File: src/source/feeder_pkg.sv
`default_nettype none

package feeder_pkg;

    // ----------------------------------------------------------------------
    // Device bus
    // ----------------------------------------------------------------------
    localparam int XLEN = 32;                   // Bus data and address width

    typedef logic [XLEN-1:0] word_t;            // One bus or operand word

    // Result record, carry on top of the low product sum
    typedef struct packed {
        logic  carry;                           // Carry out of lo(a*b) + c
        word_t value;                           // Low 32 bits of a*b + c
    } mac_result_t;

    localparam logic [7:0] DEV_REGION = 8'hC4;  // Top address byte of this block

    // ----------------------------------------------------------------------
    // Register map, word addresses
    // ----------------------------------------------------------------------
    localparam int OFS_W = 12;                  // Word offset inside a region

    // Region codes, word address bits 13..12
    localparam logic [1:0] REG_OP_A = 2'd0;
    localparam logic [1:0] REG_OP_B = 2'd1;
    localparam logic [1:0] REG_OP_C = 2'd2;
    localparam logic [1:0] REG_CTRL = 2'd3;

    // Offsets inside the control region
    localparam logic [OFS_W-1:0] CTRL_OFS         = 12'h000; // W: bit0 start, R: done/busy
    localparam logic [OFS_W-1:0] COUNT_OFS        = 12'h001; // Item count N
    localparam logic [OFS_W-1:0] RESULT_VALUE_OFS = 12'h800; // Result values
    localparam logic [OFS_W-1:0] RESULT_CARRY_OFS = 12'hC00; // Result carries, bit 0

    localparam int RST_STRETCH = 8;             // Extra reset cycles after usr_reset

endpackage

`default_nettype wire

File: src/source/dev_bus_port.sv
`default_nettype none

module dev_bus_port #(
    parameter int DEPTH_LOG2 = 8
) (
    input  logic                        clk,
    input  logic                        usr_reset,
    input  logic                        dev_strobe_i,
    input  logic [feeder_pkg::XLEN-1:0] dev_addr_i,
    input  logic                        dev_we_i,
    input  logic [3:0]                  dev_be_i,
    input  feeder_pkg::word_t           dev_din_i,
    input  logic                        busy_i,
    input  logic                        done_i,
    input  feeder_pkg::mac_result_t     res_rd_data_i,
    output logic                        dev_ready_o,
    output feeder_pkg::word_t           dev_dout_o,
    output logic                        rst_o,
    output logic [2:0]                  op_wr_en_o,
    output logic [DEPTH_LOG2-1:0]       op_wr_idx_o,
    output feeder_pkg::word_t           op_wr_data_o,
    output feeder_pkg::word_t           op_wr_mask_o,
    output logic                        start_o,
    output logic [DEPTH_LOG2:0]         item_count_o,
    output logic [DEPTH_LOG2-1:0]       res_rd_idx_o
);

    localparam int OFS_W = feeder_pkg::OFS_W;
    localparam int RGN_LSB = OFS_W + 2;         // Region bits above the word offset

    typedef enum logic [1:0] {RD_ZERO, RD_REG, RD_VALUE, RD_CARRY} rd_kind_t;

    logic [feeder_pkg::RST_STRETCH-1:0] rst_sr;
    logic                acc, acc_wr, ctrl_hit, count_hit;
    logic [1:0]          region;
    logic [OFS_W-1:0]    offset;
    feeder_pkg::word_t   be_mask, count_merge, rd_reg_d, rd_reg_q;
    rd_kind_t            rd_kind_d, rd_kind_q;

    // ----------------------------------------------------------------------
    // Reset stretcher
    // ----------------------------------------------------------------------
    always_ff @(posedge clk) begin
        if (usr_reset) begin
            rst_sr <= '1;
        end else begin
            rst_sr <= {rst_sr[feeder_pkg::RST_STRETCH-2:0], 1'b0}; // Shift zeros in
        end
    end
    assign rst_o = rst_sr[feeder_pkg::RST_STRETCH-1];

    // ----------------------------------------------------------------------
    // Decode
    // ----------------------------------------------------------------------
    assign acc    = dev_strobe_i && (dev_addr_i[feeder_pkg::XLEN-1 -: 8] == feeder_pkg::DEV_REGION);
    assign acc_wr = acc && dev_we_i;
    assign region = dev_addr_i[RGN_LSB +: 2];
    assign offset = dev_addr_i[2 +: OFS_W];     // Word offset in region

    assign ctrl_hit  = (region == feeder_pkg::REG_CTRL) && (offset == feeder_pkg::CTRL_OFS);
    assign count_hit = (region == feeder_pkg::REG_CTRL) && (offset == feeder_pkg::COUNT_OFS);

    assign res_rd_idx_o = offset[DEPTH_LOG2-1:0]; // Buffer read starts at the strobe

    // Byte enables spread to a bit mask
    always_comb begin
        for (int i = 0; i < 4; i++) begin
            be_mask[8*i +: 8] = {8{dev_be_i[i]}};
        end
    end

    // Old COUNT with the enabled bytes replaced
    assign count_merge = (feeder_pkg::word_t'(item_count_o) & ~be_mask) | (dev_din_i & be_mask);

    // Read source, picked at the strobe
    always_comb begin
        rd_kind_d = RD_ZERO;                    // Operand regions read as zero
        rd_reg_d  = '0;
        if (region == feeder_pkg::REG_CTRL) begin
            if (offset == feeder_pkg::CTRL_OFS) begin
                rd_kind_d     = RD_REG;
                rd_reg_d[1:0] = {done_i, busy_i};
            end else if (offset == feeder_pkg::COUNT_OFS) begin
                rd_kind_d              = RD_REG;
                rd_reg_d[DEPTH_LOG2:0] = item_count_o;
            end else if (offset[OFS_W-1 -: 2] == feeder_pkg::RESULT_VALUE_OFS[OFS_W-1 -: 2]) begin
                rd_kind_d = RD_VALUE;
            end else if (offset[OFS_W-1 -: 2] == feeder_pkg::RESULT_CARRY_OFS[OFS_W-1 -: 2]) begin
                rd_kind_d = RD_CARRY;
            end
        end
    end

    // ----------------------------------------------------------------------
    // Control registers and ready pulse
    // ----------------------------------------------------------------------
    always_ff @(posedge clk) begin
        if (rst_o) begin
            dev_ready_o  <= 1'b0;
            start_o      <= 1'b0;
            op_wr_en_o   <= '0;
            item_count_o <= '0;
        end else begin
            dev_ready_o   <= acc;               // One cycle after the strobe
            start_o       <= acc_wr && ctrl_hit && dev_din_i[0] && !busy_i; // Ignored while busy
            op_wr_en_o[0] <= acc_wr && (region == feeder_pkg::REG_OP_A);
            op_wr_en_o[1] <= acc_wr && (region == feeder_pkg::REG_OP_B);
            op_wr_en_o[2] <= acc_wr && (region == feeder_pkg::REG_OP_C);
            if (acc_wr && count_hit) begin
                item_count_o <= count_merge[DEPTH_LOG2:0];
            end
        end
    end

    // Write payload and read select, taken at the strobe
    always_ff @(posedge clk) begin
        if (acc) begin
            op_wr_idx_o  <= offset[DEPTH_LOG2-1:0];
            op_wr_data_o <= dev_din_i;
            op_wr_mask_o <= be_mask;
            rd_kind_q    <= dev_we_i ? RD_ZERO : rd_kind_d;
            rd_reg_q     <= rd_reg_d;
        end
    end

    // Read data, valid with ready
    always_comb begin
        case (rd_kind_q)
            RD_REG:   dev_dout_o = rd_reg_q;
            RD_VALUE: dev_dout_o = res_rd_data_i.value;
            RD_CARRY: dev_dout_o = feeder_pkg::word_t'(res_rd_data_i.carry); // Carry in bit 0
            default:  dev_dout_o = '0;
        endcase
    end

endmodule

`default_nettype wire

File: config.mk
export PLATFORM = sky130hd
export DESIGN_NAME = dev_bus_port
export DESIGN_NICKNAME = d
export VERILOG_FILES = /design/src/source/feeder_pkg.sv /design/src/source/dev_bus_port.sv
export SDC_FILE = /design/constraint.sdc
export NUM_CORES = 1
export LEC_CHECK = 0
export BUFFER_PORTS_ARGS = -buffer_cell sky130_fd_sc_hd__buf_2
export CORE_AREA = 2 2 91 93
export DETAILED_ROUTE_END_ITERATION = 7
export DIE_AREA = 0 0 93 95
export PLACE_DENSITY = 0.83
export RECOVER_POWER = 50
export SLEW_MARGIN = 25
export SYNTH_ARGS = -nofsm -noshare
export SYNTH_HDL_FRONTEND = slang
export SYNTH_SLANG_ARGS = --single-unit
export TNS_END_PERCENT = 5
File: constraint.sdc
create_clock -name clk -period 10.2 [get_ports clk]
set_input_delay 1.02 -clock clk [delete_from_list [all_inputs] [get_ports clk]]
set_output_delay 1.02 -clock clk [all_outputs]
set_load 0.005 [all_outputs]
==> insert_results.sql, run 1 <==
INSERT INTO impl_metrics (metric_group, metric, value, unit) VALUES
('detailed_routing', 'post-route-drc-count', '0', ''),
('synthesis', 'yosysWarningCount', '0', ''),
('floorplanning', 'dieArea', '0.00884', 'mm²'),
('place', 'gp_congestion', '0.692', ''),
('cts', 'clock_insertion_delay_worst_skew', '350', 'ps'),
('cts', 'numClockSinks', '77', ''),
('timing', 'timing.final.ws_setup', '7170', 'ps'),
('cts', 'setup_repair_bufs_after_cts', '0', ''),
('detailed_routing', 'detail_route.wl_per_cell', '14.9', 'µm'),
('timing', 'worst_pin_slew', '963', 'ps'),
('critical_path', 'crit_path_end_kind', 'flip-flop', ''),
('timing', 'maxClockFrequency', '331', 'MHz'),
('timing', 'timing.final.hold_violations', '0', ''),
('detailed_routing', 'route.antenna.remaining_nets', '0', ''),
('floorplanning', 'start_util', '0.392', ''),
('global_routing', 'grt_pass1_vias', '2390', ''),
('timing', 'final_max_slew_viol_count', '0', ''),
('global_routing', 'grt_util_all_layers', '0.173', ''),
('synthesis', 'synth.yosys.seq_area_share', '0.673', ''),
('final_layout', 'final_util', '0.531', ''),
('detailed_routing', 'num_vias', '2472', ''),
('pwr', 'leakage', '1.73', 'nW'),
('hold_path', 'timing.hold.worst.class', 'reg2reg', ''),
('synthesis', 'syn_area', '0.00311', 'mm²'),
('final_layout', 'fillCellCount', '745', ''),
('synthesis', 'synth_cell_types', '29', ''),
('place', 'detailed_place_hpwl', '6190', 'µm'),
('synthesis', 'postSynthNetCount', '340', ''),
('critical_path', 'cp-start-kind', 'input port', ''),
('timing', 'setup_viol_count_final', '0', ''),
('cts', 'cts_made_buffers', '9', ''),
('cts', 'ctsHoldBuffers', '0', ''),
('critical_path', 'crit_path_max_fanout', '40', ''),
('synthesis', 'synthDominantAreaCellType', 'edfxtp_1', ''),
('final_layout', 'nets', '530', ''),
('global_routing', 'grt_pass1_wl', '11400', 'µm'),
('status', 'status', 'finished clean', ''),
('floorplanning', 'die_y', '95', 'µm'),
('floorplanning', 'design.portCount', '234', ''),
('final_layout', 'layout_common_cells', 'buf_2 (164), clkbuf_1 (59), edfxtp_1 (55), and2_1 (33), dfxtp_1 (22)', ''),
('cts', 'clock_tree_from_tritoncts', 'done', ''),
('detailed_routing', 'detail_route.vias_per_cell', '4.64', ''),
('timing', 'min_period', '3030', 'ps'),
('final_layout', 'layout-area-overhead-vs-synth', '35.4', '%'),
('cts', 'path_clk_slew', '80', 'ps'),
('timing', 'finalCritPeriodShare', '0.297', ''),
('cts', 'htreeDepth', '3', ''),
('global_routing', 'grt_start_max_net_pins', '41', ''),
('final_layout', 'antenna_cells', '0', ''),
('critical_path', 'critPathKind', 'in2reg', ''),
('timing', 'timing.clock.skew', '14.6', 'ps'),
('critical_path', 'worst_ep_arrival_time', '3010', 'ps'),
('pwr', 'power_density', '143', 'mW/mm²'),
('synthesis', 'synthesis.instances', '233', ''),
('synthesis', 'synth.top_cells.by_area', 'edfxtp_1 (53%), dfxtp_1 (14%), buf_4 (8.7%), and2_1 (6.6%), a22o_1 (2.5%)', ''),
('final_layout', 'fraction_of_layout_instances_using_a_drive_strength_above_1', '0.451', ''),
('detailed_routing', 'routed_wl', '7960', 'µm'),
('timing', 'tns', '0', 'ps'),
('detailed_routing', 'drt_pre_antenna_iters', '4', ''),
('place', 'pre_cts_ws', '6770', 'ps'),
('pwr', 'total_power', '0.603', 'mW'),
('cts', 'max-clock-path-buffers', '2', ''),
('detailed_routing', 'detailedRoute.firstIterationViolations', '148', ''),
('synthesis', 'syn_area_per_cell', '13.3', 'µm²'),
('final_layout', 'layout_commonest_cell', 'buf_2', ''),
('floorplanning', 'floorplan.die.width', '93', 'µm'),
('global_routing', 'grt_overflow', '0', ''),
('synthesis', 'synth.ff_latch_count', '77', ''),
('timing', 'timing.slew.headroom', '0.353', ''),
('timing', 'rsz0062_at_grt', 'false', ''),
('cts', 'ctsResizeCount', '0', ''),
('floorplanning', 'area_of_the_core', '0.00793', 'mm²'),
('critical_path', 'required', '10180', 'ps'),
('global_routing', 'antenna_violations_before_repair', '0', ''),
('pwr', 'vdd.ir_drop.worst', '0.0952', 'mV'),
('run', 'max_cap_viol_count', '0', ''),
('synthesis', 'post-synth-top-area-fraction', '0.531', ''),
('place', 'port-buffer-count', '223', ''),
('cts', 'clock_tree.root_cell', 'clkbuf_8', ''),
('floorplanning', 'std_cell_rows', '33', '');
==> area by class of cell <==
type	instances	area, µm²	share of cell area
Inverter	1	3.75	0.000892
Multi-Input combinational cell	110	723	0.172
Sequential cell	77	2090	0.497
Clock buffer	11	151	0.0360
Tap cell	105	131	0.0312
Clock inverter	5	56.3	0.0134
Timing Repair Buffer	224	1050	0.249
==> critical path, cell delays in order <==
cell	delay, ps
buf_2	100
nor4bb_1	590
nand2_1	270
nor2_4	440
buf_4	540
==> worst paths after layout <==
path                                      from          endpoint  slack (ps)  cells after the start
worst min-delay path                 rst_sr[1]         rst_sr[2]         420                      1
worst max-delay path            dev_addr_i[29]  op_wr_mask_o[23]        7170                      5
worst max register to register       rst_sr[7]           start_o        8780                      4
worst min register to register       rst_sr[1]         rst_sr[2]         420                      1
==> routing by layer <==
metal / routed length [µm] / GRT usage
met5: 0 / 0
met4: 161 / 0.0895
met3: 667 / 0.0487
met2: 4120 / 0.310
met1: 3010 / 0.185
==> through the flow <==
step	std cells	instance area, µm²	hold WS (ps)
after global routing	533	4210	427
after global placement	517	4070	395
after detailed placement	517	4070	397
after floorplan	233	3110	389
final	533	4210	417
after CTS	533	4280	420
==> kinds of logic after synthesis <==
family          Yosys count  synth area share
mux                       3            0.0101
compound gates           28            0.0568
simple gates             79             0.161
flops                    77             0.673
buf+inv                  46            0.0994
==> where the power goes <==
part / total, mW / switching, mW / internal (mW)
clock network: 0.239 / 0.113 / 0.126
logic: 0.0287 / 0.0124 / 0.0163
registers: 0.335 / 0.000349 / 0.335
==> synthesized netlist by cell type <==
cell type	n
nor3_1	5
or4_4	1
and2_1	33
o21ai_0	8
or4_1	3
mux2_2	1
or3_1	2
dfxtp_1	22
a21oi_1	10
nand4_1	10
o31ai_1	1
buf_1	1
and4_1	1
buf_2	1
nor3b_1	3
nand2_1	2
nor4_1	2
nand3_1	2
nor4b_1	1
edfxtp_1	55
nor4bb_1	1
a22o_1	9
clkbuf_1	7
or2_2	7
inv_1	1
buf_4	36
mux2i_1	2
nor2_1	1
nor2b_1	5
(Power assumes the default switching activity.)
==> run 2, diff against run 1 <==
--- a/config.mk
+++ b/config.mk
@@ -6,9 +6,9 @@
 export NUM_CORES = 1
 export LEC_CHECK = 0
 export BUFFER_PORTS_ARGS = -buffer_cell sky130_fd_sc_hd__buf_2
-export CORE_AREA = 2 2 91 93
+export CORE_MARGIN = 2
+export CORE_UTILIZATION = 40
 export DETAILED_ROUTE_END_ITERATION = 7
-export DIE_AREA = 0 0 93 95
 export PLACE_DENSITY = 0.83
 export RECOVER_POWER = 50
 export SLEW_MARGIN = 25
==> constraint.sdc (replaced) <==
create_clock -name clk -period 3 [get_ports clk]
set_input_delay 0.3 -clock clk [delete_from_list [all_inputs] [get_ports clk]]
set_output_delay 0.3 -clock clk [all_outputs]
set_load 0.005 [all_outputs]
==> run 2 against run 1 <==
Net effect:
- global-route usage up 0.39 points
- worst setup slack worse by 6400 ps
- die area down 3.9%
- flip-flop and latch count unchanged
- highest routed layer unchanged
- critical path depth down 2
- clock power rose to 3.2 times the previous value
==> insert_results.sql, run 2 (synthesis gave the netlist of run 1 again) <==
INSERT INTO impl_metrics (metric_group, metric, value, unit) VALUES
('status', 'status', 'finished clean', ''),
('floorplanning', 'dieArea', '0.00849', 'mm²'),
('final_layout', 'layout_commonest_cell', 'buf_2', ''),
('floorplanning', 'design.portCount', '234', ''),
('final_layout', 'fillCellCount', '703', ''),
('floorplanning', 'start_util', '0.409', ''),
('detailed_routing', 'drt_pre_antenna_iters', '4', ''),
('critical_path', 'r2r_setup_slack', '1640', 'ps'),
('final_layout', 'fraction_of_layout_instances_using_a_drive_strength_above_1', '0.474', ''),
('critical_path', 'critPathLaunch', 'rd_kind_q[0]', ''),
('place', 'detailed_place_hpwl', '6210', 'µm'),
('cts', 'max-clock-path-buffers', '2', ''),
('critical_path', 'reg2reg_to', 'start_o', ''),
('final_layout', 'layout_common_cells', 'buf_2 (174), edfxtp_1 (55), clkbuf_1 (49), and2_1 (33), dfxtp_1 (22)', ''),
('final_layout', 'layout-area-overhead-vs-synth', '35.5', '%'),
('detailed_routing', 'num_vias', '2491', ''),
('critical_path', 'r2r-start', 'rst_sr[7]', ''),
('timing', 'timing.final.hold_violations', '0', ''),
('detailed_routing', 'detail_route.wl_per_cell', '14.7', 'µm'),
('hold_path', 'timing.hold.worst.class', 'in2reg', ''),
('cts', 'clock_tree_from_tritoncts', 'done', ''),
('global_routing', 'grt_pass1_vias', '2270', ''),
('detailed_routing', 'detail_route.vias_per_cell', '4.68', ''),
('critical_path', 'critPathKind', 'reg2out', ''),
('place', 'place_area', '0.00408', 'mm²'),
('detailed_routing', 'route.antenna.remaining_nets', '0', ''),
('detailed_routing', 'routed_wl', '7830', 'µm'),
('detailed_routing', 'post-route-drc-count', '0', ''),
('detailed_routing', 'detailedRoute.firstIterationViolations', '126', ''),
('cts', 'clock_insertion_delay_worst_skew', '340', 'ps'),
('final_layout', 'finalInstanceArea', '0.00421', 'mm²'),
('timing', 'timing.slew.headroom', '0.394', ''),
('global_routing', 'grt_overflow', '0', ''),
('pwr', 'vdd.ir_drop.worst', '0.221', 'mV'),
('floorplanning', 'area_of_the_core', '0.00761', 'mm²'),
('run', 'max_cap_viol_count', '0', ''),
('cts', 'htreeDepth', '3', ''),
('critical_path', 'termination_of_the_worst_setup_path', 'dev_dout_o[8]', ''),
('final_layout', 'nets', '532', ''),
('timing', 'min_period', '2180', 'ps'),
('place', 'gp_congestion', '0.712', ''),
('critical_path', 'crit_path_max_fanout', '32', ''),
('pwr', 'p_sw_frac', '0.207', ''),
('pwr', 'switching_power', '0.413', 'mW'),
('timing', 'final_max_slew_viol_count', '0', ''),
('global_routing', 'grt_util_all_layers', '0.176', ''),
('cts', 'path_clk_slew', '80', 'ps'),
('timing', 'worst_pin_slew', '904', 'ps'),
('floorplanning', 'floorplan.die.width', '92.1', 'µm'),
('final_layout', 'final_util', '0.554', ''),
('critical_path', 'cp-start-kind', 'flip-flop', ''),
('pwr', 'share_comb_of_total_power', '0.048', ''),
('timing', 'maxClockFrequency', '458', 'MHz'),
('timing', 'rsz0062_at_grt', 'false', ''),
('timing', 'timing.clock.skew', '6.42', 'ps'),
('critical_path', 'worst_ep_arrival_time', '1880', 'ps'),
('pwr', 'leakage', '1.76', 'nW'),
('pwr', 'seq_power_share', '0.572', ''),
('pwr', 'total_power', '1.99', 'mW'),
('pwr', 'power.clock.fraction', '0.380', ''),
('floorplanning', 'std_cell_rows', '32', ''),
('cts', 'ctsResizeCount', '0', ''),
('final_layout', 'antenna_cells', '0', ''),
('critical_path', 'required', '2700', 'ps'),
('cts', 'setup_repair_bufs_after_cts', '0', ''),
('place', 'port-buffer-count', '223', ''),
('cts', 'numClockSinks', '77', ''),
('critical_path', 'crit_path_end_kind', 'output pin', ''),
('critical_path', 'r2r.worst_path.cells', '4', ''),
('cts', 'ctsHoldBuffers', '0', ''),
('global_routing', 'grt_pass1_wl', '11500', 'µm'),
('cts', 'clock_tree.root_cell', 'clkbuf_8', ''),
('floorplanning', 'die_y', '92.1', 'µm'),
('pwr', 'power_density', '473', 'mW/mm²'),
('cts', 'cts_made_buffers', '9', ''),
('timing', 'finalCritPeriodShare', '0.727', ''),
('timing', 'tns', '0', 'ps'),
('global_routing', 'antenna_violations_before_repair', '0', ''),
('global_routing', 'grt_start_max_net_pins', '36', ''),
('timing', 'setup_viol_count_final', '0', ''),
('pwr', 'internal_power', '1.58', 'mW');
run 2: layout make-up:
class	count	area, µm²	area share
clock buffers	11	131	0.0312
clock inverters	5	61.3	0.0146
inverters	1	3.75	0.000891
multi-input cells	110	717	0.170
flip-flops and latches	77	2090	0.497
well taps	102	128	0.0303
repair buffers	226	1080	0.256
run 2: how the worst min path moves through the flow:
| stage | start | endpoint | slack, ps | depth (start not counted) |
|---|---|---|---|---|
| after global routing | dev_din_i[29] | op_wr_data_o[29] | 100 | 1 |
| after detailed placement | rst_sr[4] | rst_sr[5] | 400 | 1 |
| final | dev_din_i[18] | op_wr_data_o[18] | 120 | 1 |
| after global placement | rst_sr[1] | rst_sr[2] | 390 | 1 |
| after CTS | dev_din_i[29] | op_wr_data_o[29] | 110 | 1 |
| after floorplan | usr_reset | rst_sr[0] | 330 | 0 |
run 2: critical path: stages, from the launching register on:
cell and delay (ps):
edfxtp_1 420, nor2b_2 730, a22o_1 280, buf_2 110
run 2: power by group through the flow:
stage / clock network, mW / logic [mW] / registers, mW
detailed placement: 0 / 0.101 / 1.16
floorplan: 0 / 0.0264 / 1.16
global route: 0.818 / 0.106 / 1.14
global placement: 0 / 0.0974 / 1.16
finish: 0.756 / 0.0956 / 1.14
CTS: 0.775 / 0.101 / 1.14
run 2: per-layer routing:
metal,GRT usage,part of all wire,vias up
met3,0.0329,0.075,15
met5,0,0,-
li1,-,-,1191
met1,0.204,0.37,1163
met4,0.0746,0.025,0
met2,0.319,0.53,122
run 2: metrics by stage:
stage	worst slack, ps	std cells	hold slack, ps
final	818	532	122
after global routing	662	532	101
after CTS	798	532	109
after detailed placement	542	516	396
after global placement	553	516	394
after floorplan	198	233	328
==> run 3, diff against run 2 <==
--- a/config.mk
+++ b/config.mk
@@ -7,9 +7,9 @@
 export LEC_CHECK = 0
 export BUFFER_PORTS_ARGS = -buffer_cell sky130_fd_sc_hd__buf_2
 export CORE_MARGIN = 2
-export CORE_UTILIZATION = 40
+export CORE_UTILIZATION = 36
 export DETAILED_ROUTE_END_ITERATION = 7
-export PLACE_DENSITY = 0.83
+export PLACE_DENSITY = 0.79
 export RECOVER_POWER = 50
 export SLEW_MARGIN = 25
 export SYNTH_ARGS = -nofsm -noshare
==> constraint.sdc (replaced) <==
create_clock -name clk -period 1.9 [get_ports clk]
set_input_delay 0.19 -clock clk [delete_from_list [all_inputs] [get_ports clk]]
set_output_delay 0.19 -clock clk [all_outputs]
set_load 0.005 [all_outputs]
==> run 3 against run 2 <==
Net effect:
- first-iteration DRC count down 17%
- combinational power up 110%
- critical endpoint is now dev_dout_o[3]
- global-route usage increased by 0.24 points
- largest power group unchanged
- non-clock buffer count up 30
- clock skew grew 0.79 ps
- final area up 7.2%
- routed wire length up 12%
- cell count grew 6.4%
- critical path depth rose by 1
- clock-buffer cell count stayed put
==> insert_results.sql, run 3 (synthesis gave the netlist of run 1 again) <==
INSERT INTO impl_metrics (metric_group, metric, value, unit) VALUES
('critical_path', 'critPathKind', 'reg2out', ''),
('detailed_routing', 'met2RoutedLength', '4650', 'µm'),
('pwr', 'power_density', '718', 'mW/mm²'),
('final_layout', 'nets', '562', ''),
('pwr', 'vdd.ir_drop.worst', '0.433', 'mV'),
('cts', 'clock_insertion_delay_worst_skew', '350', 'ps'),
('detailed_routing', 'wl_met1', '3080', 'µm'),
('cts', 'clock_tree.root_cell', 'clkbuf_8', ''),
('critical_path', 'critPathLaunch', 'rd_kind_q[1]', ''),
('cts', 'numClockSinks', '77', ''),
('floorplanning', 'std_cell_rows', '33', ''),
('timing', 'setup_viol_count_final', '0', ''),
('detailed_routing', 'routed_wl', '8770', 'µm'),
('floorplanning', 'area_of_the_core', '0.00830', 'mm²'),
('floorplanning', 'dieArea', '0.00939', 'mm²'),
('cts', 'cts_made_buffers', '9', ''),
('global_routing', 'grt_overflow', '0', ''),
('detailed_routing', 'highest_layer_used_for_signal_routing', 'met4', ''),
('hold_path', 'worstHoldStart', 'dev_din_i[22]', ''),
('pwr', 'total_power', '3.24', 'mW'),
('floorplanning', 'die_y', '96.9', 'µm'),
('place', 'detailed_place_hpwl', '6760', 'µm'),
('timing', 'timing.slew.headroom', '0.507', ''),
('cts', 'clock_tree_from_tritoncts', 'done', ''),
('global_routing', 'grt_util_all_layers', '0.179', ''),
('cts', 'setup_repair_bufs_after_cts', '0', ''),
('detailed_routing', 'detailedRoute.firstIterationViolations', '104', ''),
('global_routing', 'antenna_violations_before_repair', '1', ''),
('global_routing', 'grt_start_max_net_pins', '34', ''),
('final_layout', 'ff_latch_area', '0.00209', 'mm²'),
('floorplanning', 'design.portCount', '234', ''),
('place', 'gp_congestion', '0.810', ''),
('detailed_routing', 'num_vias', '2633', ''),
('timing', 'maxClockFrequency', '596', 'MHz'),
('critical_path', 'worst_ep_arrival_time', '1490', 'ps'),
('place', 'port-buffer-count', '223', ''),
('detailed_routing', 'detail_route.vias_per_cell', '4.65', ''),
('final_layout', 'layout-area-overhead-vs-synth', '45.2', '%'),
('status', 'status', 'finished clean', ''),
('timing', 'hold_ws', '14.3', 'ps'),
('critical_path', 'cp-start-kind', 'flip-flop', ''),
('cts', 'ctsResizeCount', '0', ''),
('detailed_routing', 'drt_pre_antenna_iters', '4', ''),
('detailed_routing', 'route.antenna.remaining_nets', '0', ''),
('final_layout', 'fraction_of_layout_instances_using_a_drive_strength_above_1', '0.450', ''),
('hold_path', 'timing.hold.worst.class', 'in2reg', ''),
('timing', 'finalCritPeriodShare', '0.883', ''),
('final_layout', 'layout_commonest_cell', 'buf_2', ''),
('detailed_routing', 'detail_route.wl_per_cell', '15.5', 'µm'),
('global_routing', 'grt_pass1_vias', '2745', ''),
('final_layout', 'area_of_combinational_cells_with_multiple_inputs', '746', 'µm²'),
('timing', 'final_max_slew_viol_count', '0', ''),
('cts', 'htreeDepth', '3', ''),
('run', 'max_cap_viol_count', '0', ''),
('timing', 'min_period', '1680', 'ps'),
('critical_path', 'crit_path_end_kind', 'output pin', ''),
('critical_path', 'r2r-start', 'rst_sr[7]', ''),
('detailed_routing', 'met3_length', '814', 'µm'),
('final_layout', 'fillCellCount', '773', ''),
('timing', 'worst_pin_slew', '740', 'ps'),
('cts', 'ctsHoldBuffers', '15', ''),
('detailed_routing', 'post-route-drc-count', '0', ''),
('critical_path', 'crit_path_max_fanout', '32', ''),
('cts', 'path_clk_slew', '80', 'ps'),
('pwr', 'leakage', '1.87', 'nW'),
('global_routing', 'grt_pass1_wl', '13200', 'µm'),
('final_layout', 'layout_common_cells', 'buf_2 (157), clkbuf_1 (62), edfxtp_1 (55), and2_1 (33), dfxtp_1 (22)', ''),
('timing', 'rsz0062_at_grt', 'false', ''),
('timing', 'timing.final.hold_violations', '0', ''),
('floorplanning', 'start_util', '0.374', ''),
('critical_path', 'r2r_setup_slack', '590', 'ps'),
('floorplanning', 'floorplan.die.width', '96.9', 'µm'),
('timing', 'timing.clock.skew', '7.21', 'ps'),
('critical_path', 'required', '1710', 'ps'),
('cts', 'max-clock-path-buffers', '2', '');
-- run 3: cell count changes in the layout (fill, tap and decap cells not counted), moves of 2 or more --
| cell | change |
|---|---|
| clkbuf_2 | +3 |
| buf_2 | -17 |
| or4_1 | -2 |
| clkbuf_4 | +3 |
| buf_4 | +8 |
| or4_4 | +2 |
| clkbuf_1 | +13 |
| dlygate4sd3_1 | +17 |
-- run 3: power breakdown --
| part | internal, mW | switching, mW | total, mW |
|---|---|---|---|
| clock network | 0.645 | 0.596 | 1.24 |
| registers | 1.80 | 0.00216 | 1.80 |
| logic | 0.121 | 0.0802 | 0.201 |
| total | 2.56 | 0.678 | 3.24 |
-- run 3: per-layer routing --
layer  up-vias  track usage
met5         -            0
li1       1256            -
met2       146        0.325
met3        22       0.0751
met4         0       0.0769
met1      1209        0.177
-- run 3: cell type report --
class | count | area share
antenna | 1 | 0.000554
inverter | 1 | 0.000831
timing repair buffer | 256 | 0.297
clock buffer | 11 | 0.0313
sequential | 77 | 0.463
clock inverter | 5 | 0.0130
tap | 105 | 0.0291
multi-input combinational | 110 | 0.165
-- run 3: final timing paths --
path                                         end  cells past startpoint
worst min register to register         rst_sr[2]                      1
worst max register to register           start_o                      4
worst min-delay path            op_wr_data_o[22]                      1
worst max-delay path               dev_dout_o[3]                      4
-- run 3: through the flow --
step                 util  TNS [ps]  cells  instance area [µm²]  worst slack [ps]
floorplan               -     -81.8    233                 3150             -81.8
global placement    0.509      -111    532                 4220              -111
detailed placement  0.509      -142    532                 4220              -132
CTS                 0.551         0    563                 4570               196
global route        0.544         0    565                 4510               130
finish              0.544         0    566                 4510               223
-- run 3: critical path, cell delays in order, from the launching register on --
cell and delay, ps:
edfxtp_1 410, nor2b_1 150, buf_4 200, a22o_1 260
buf_2 120
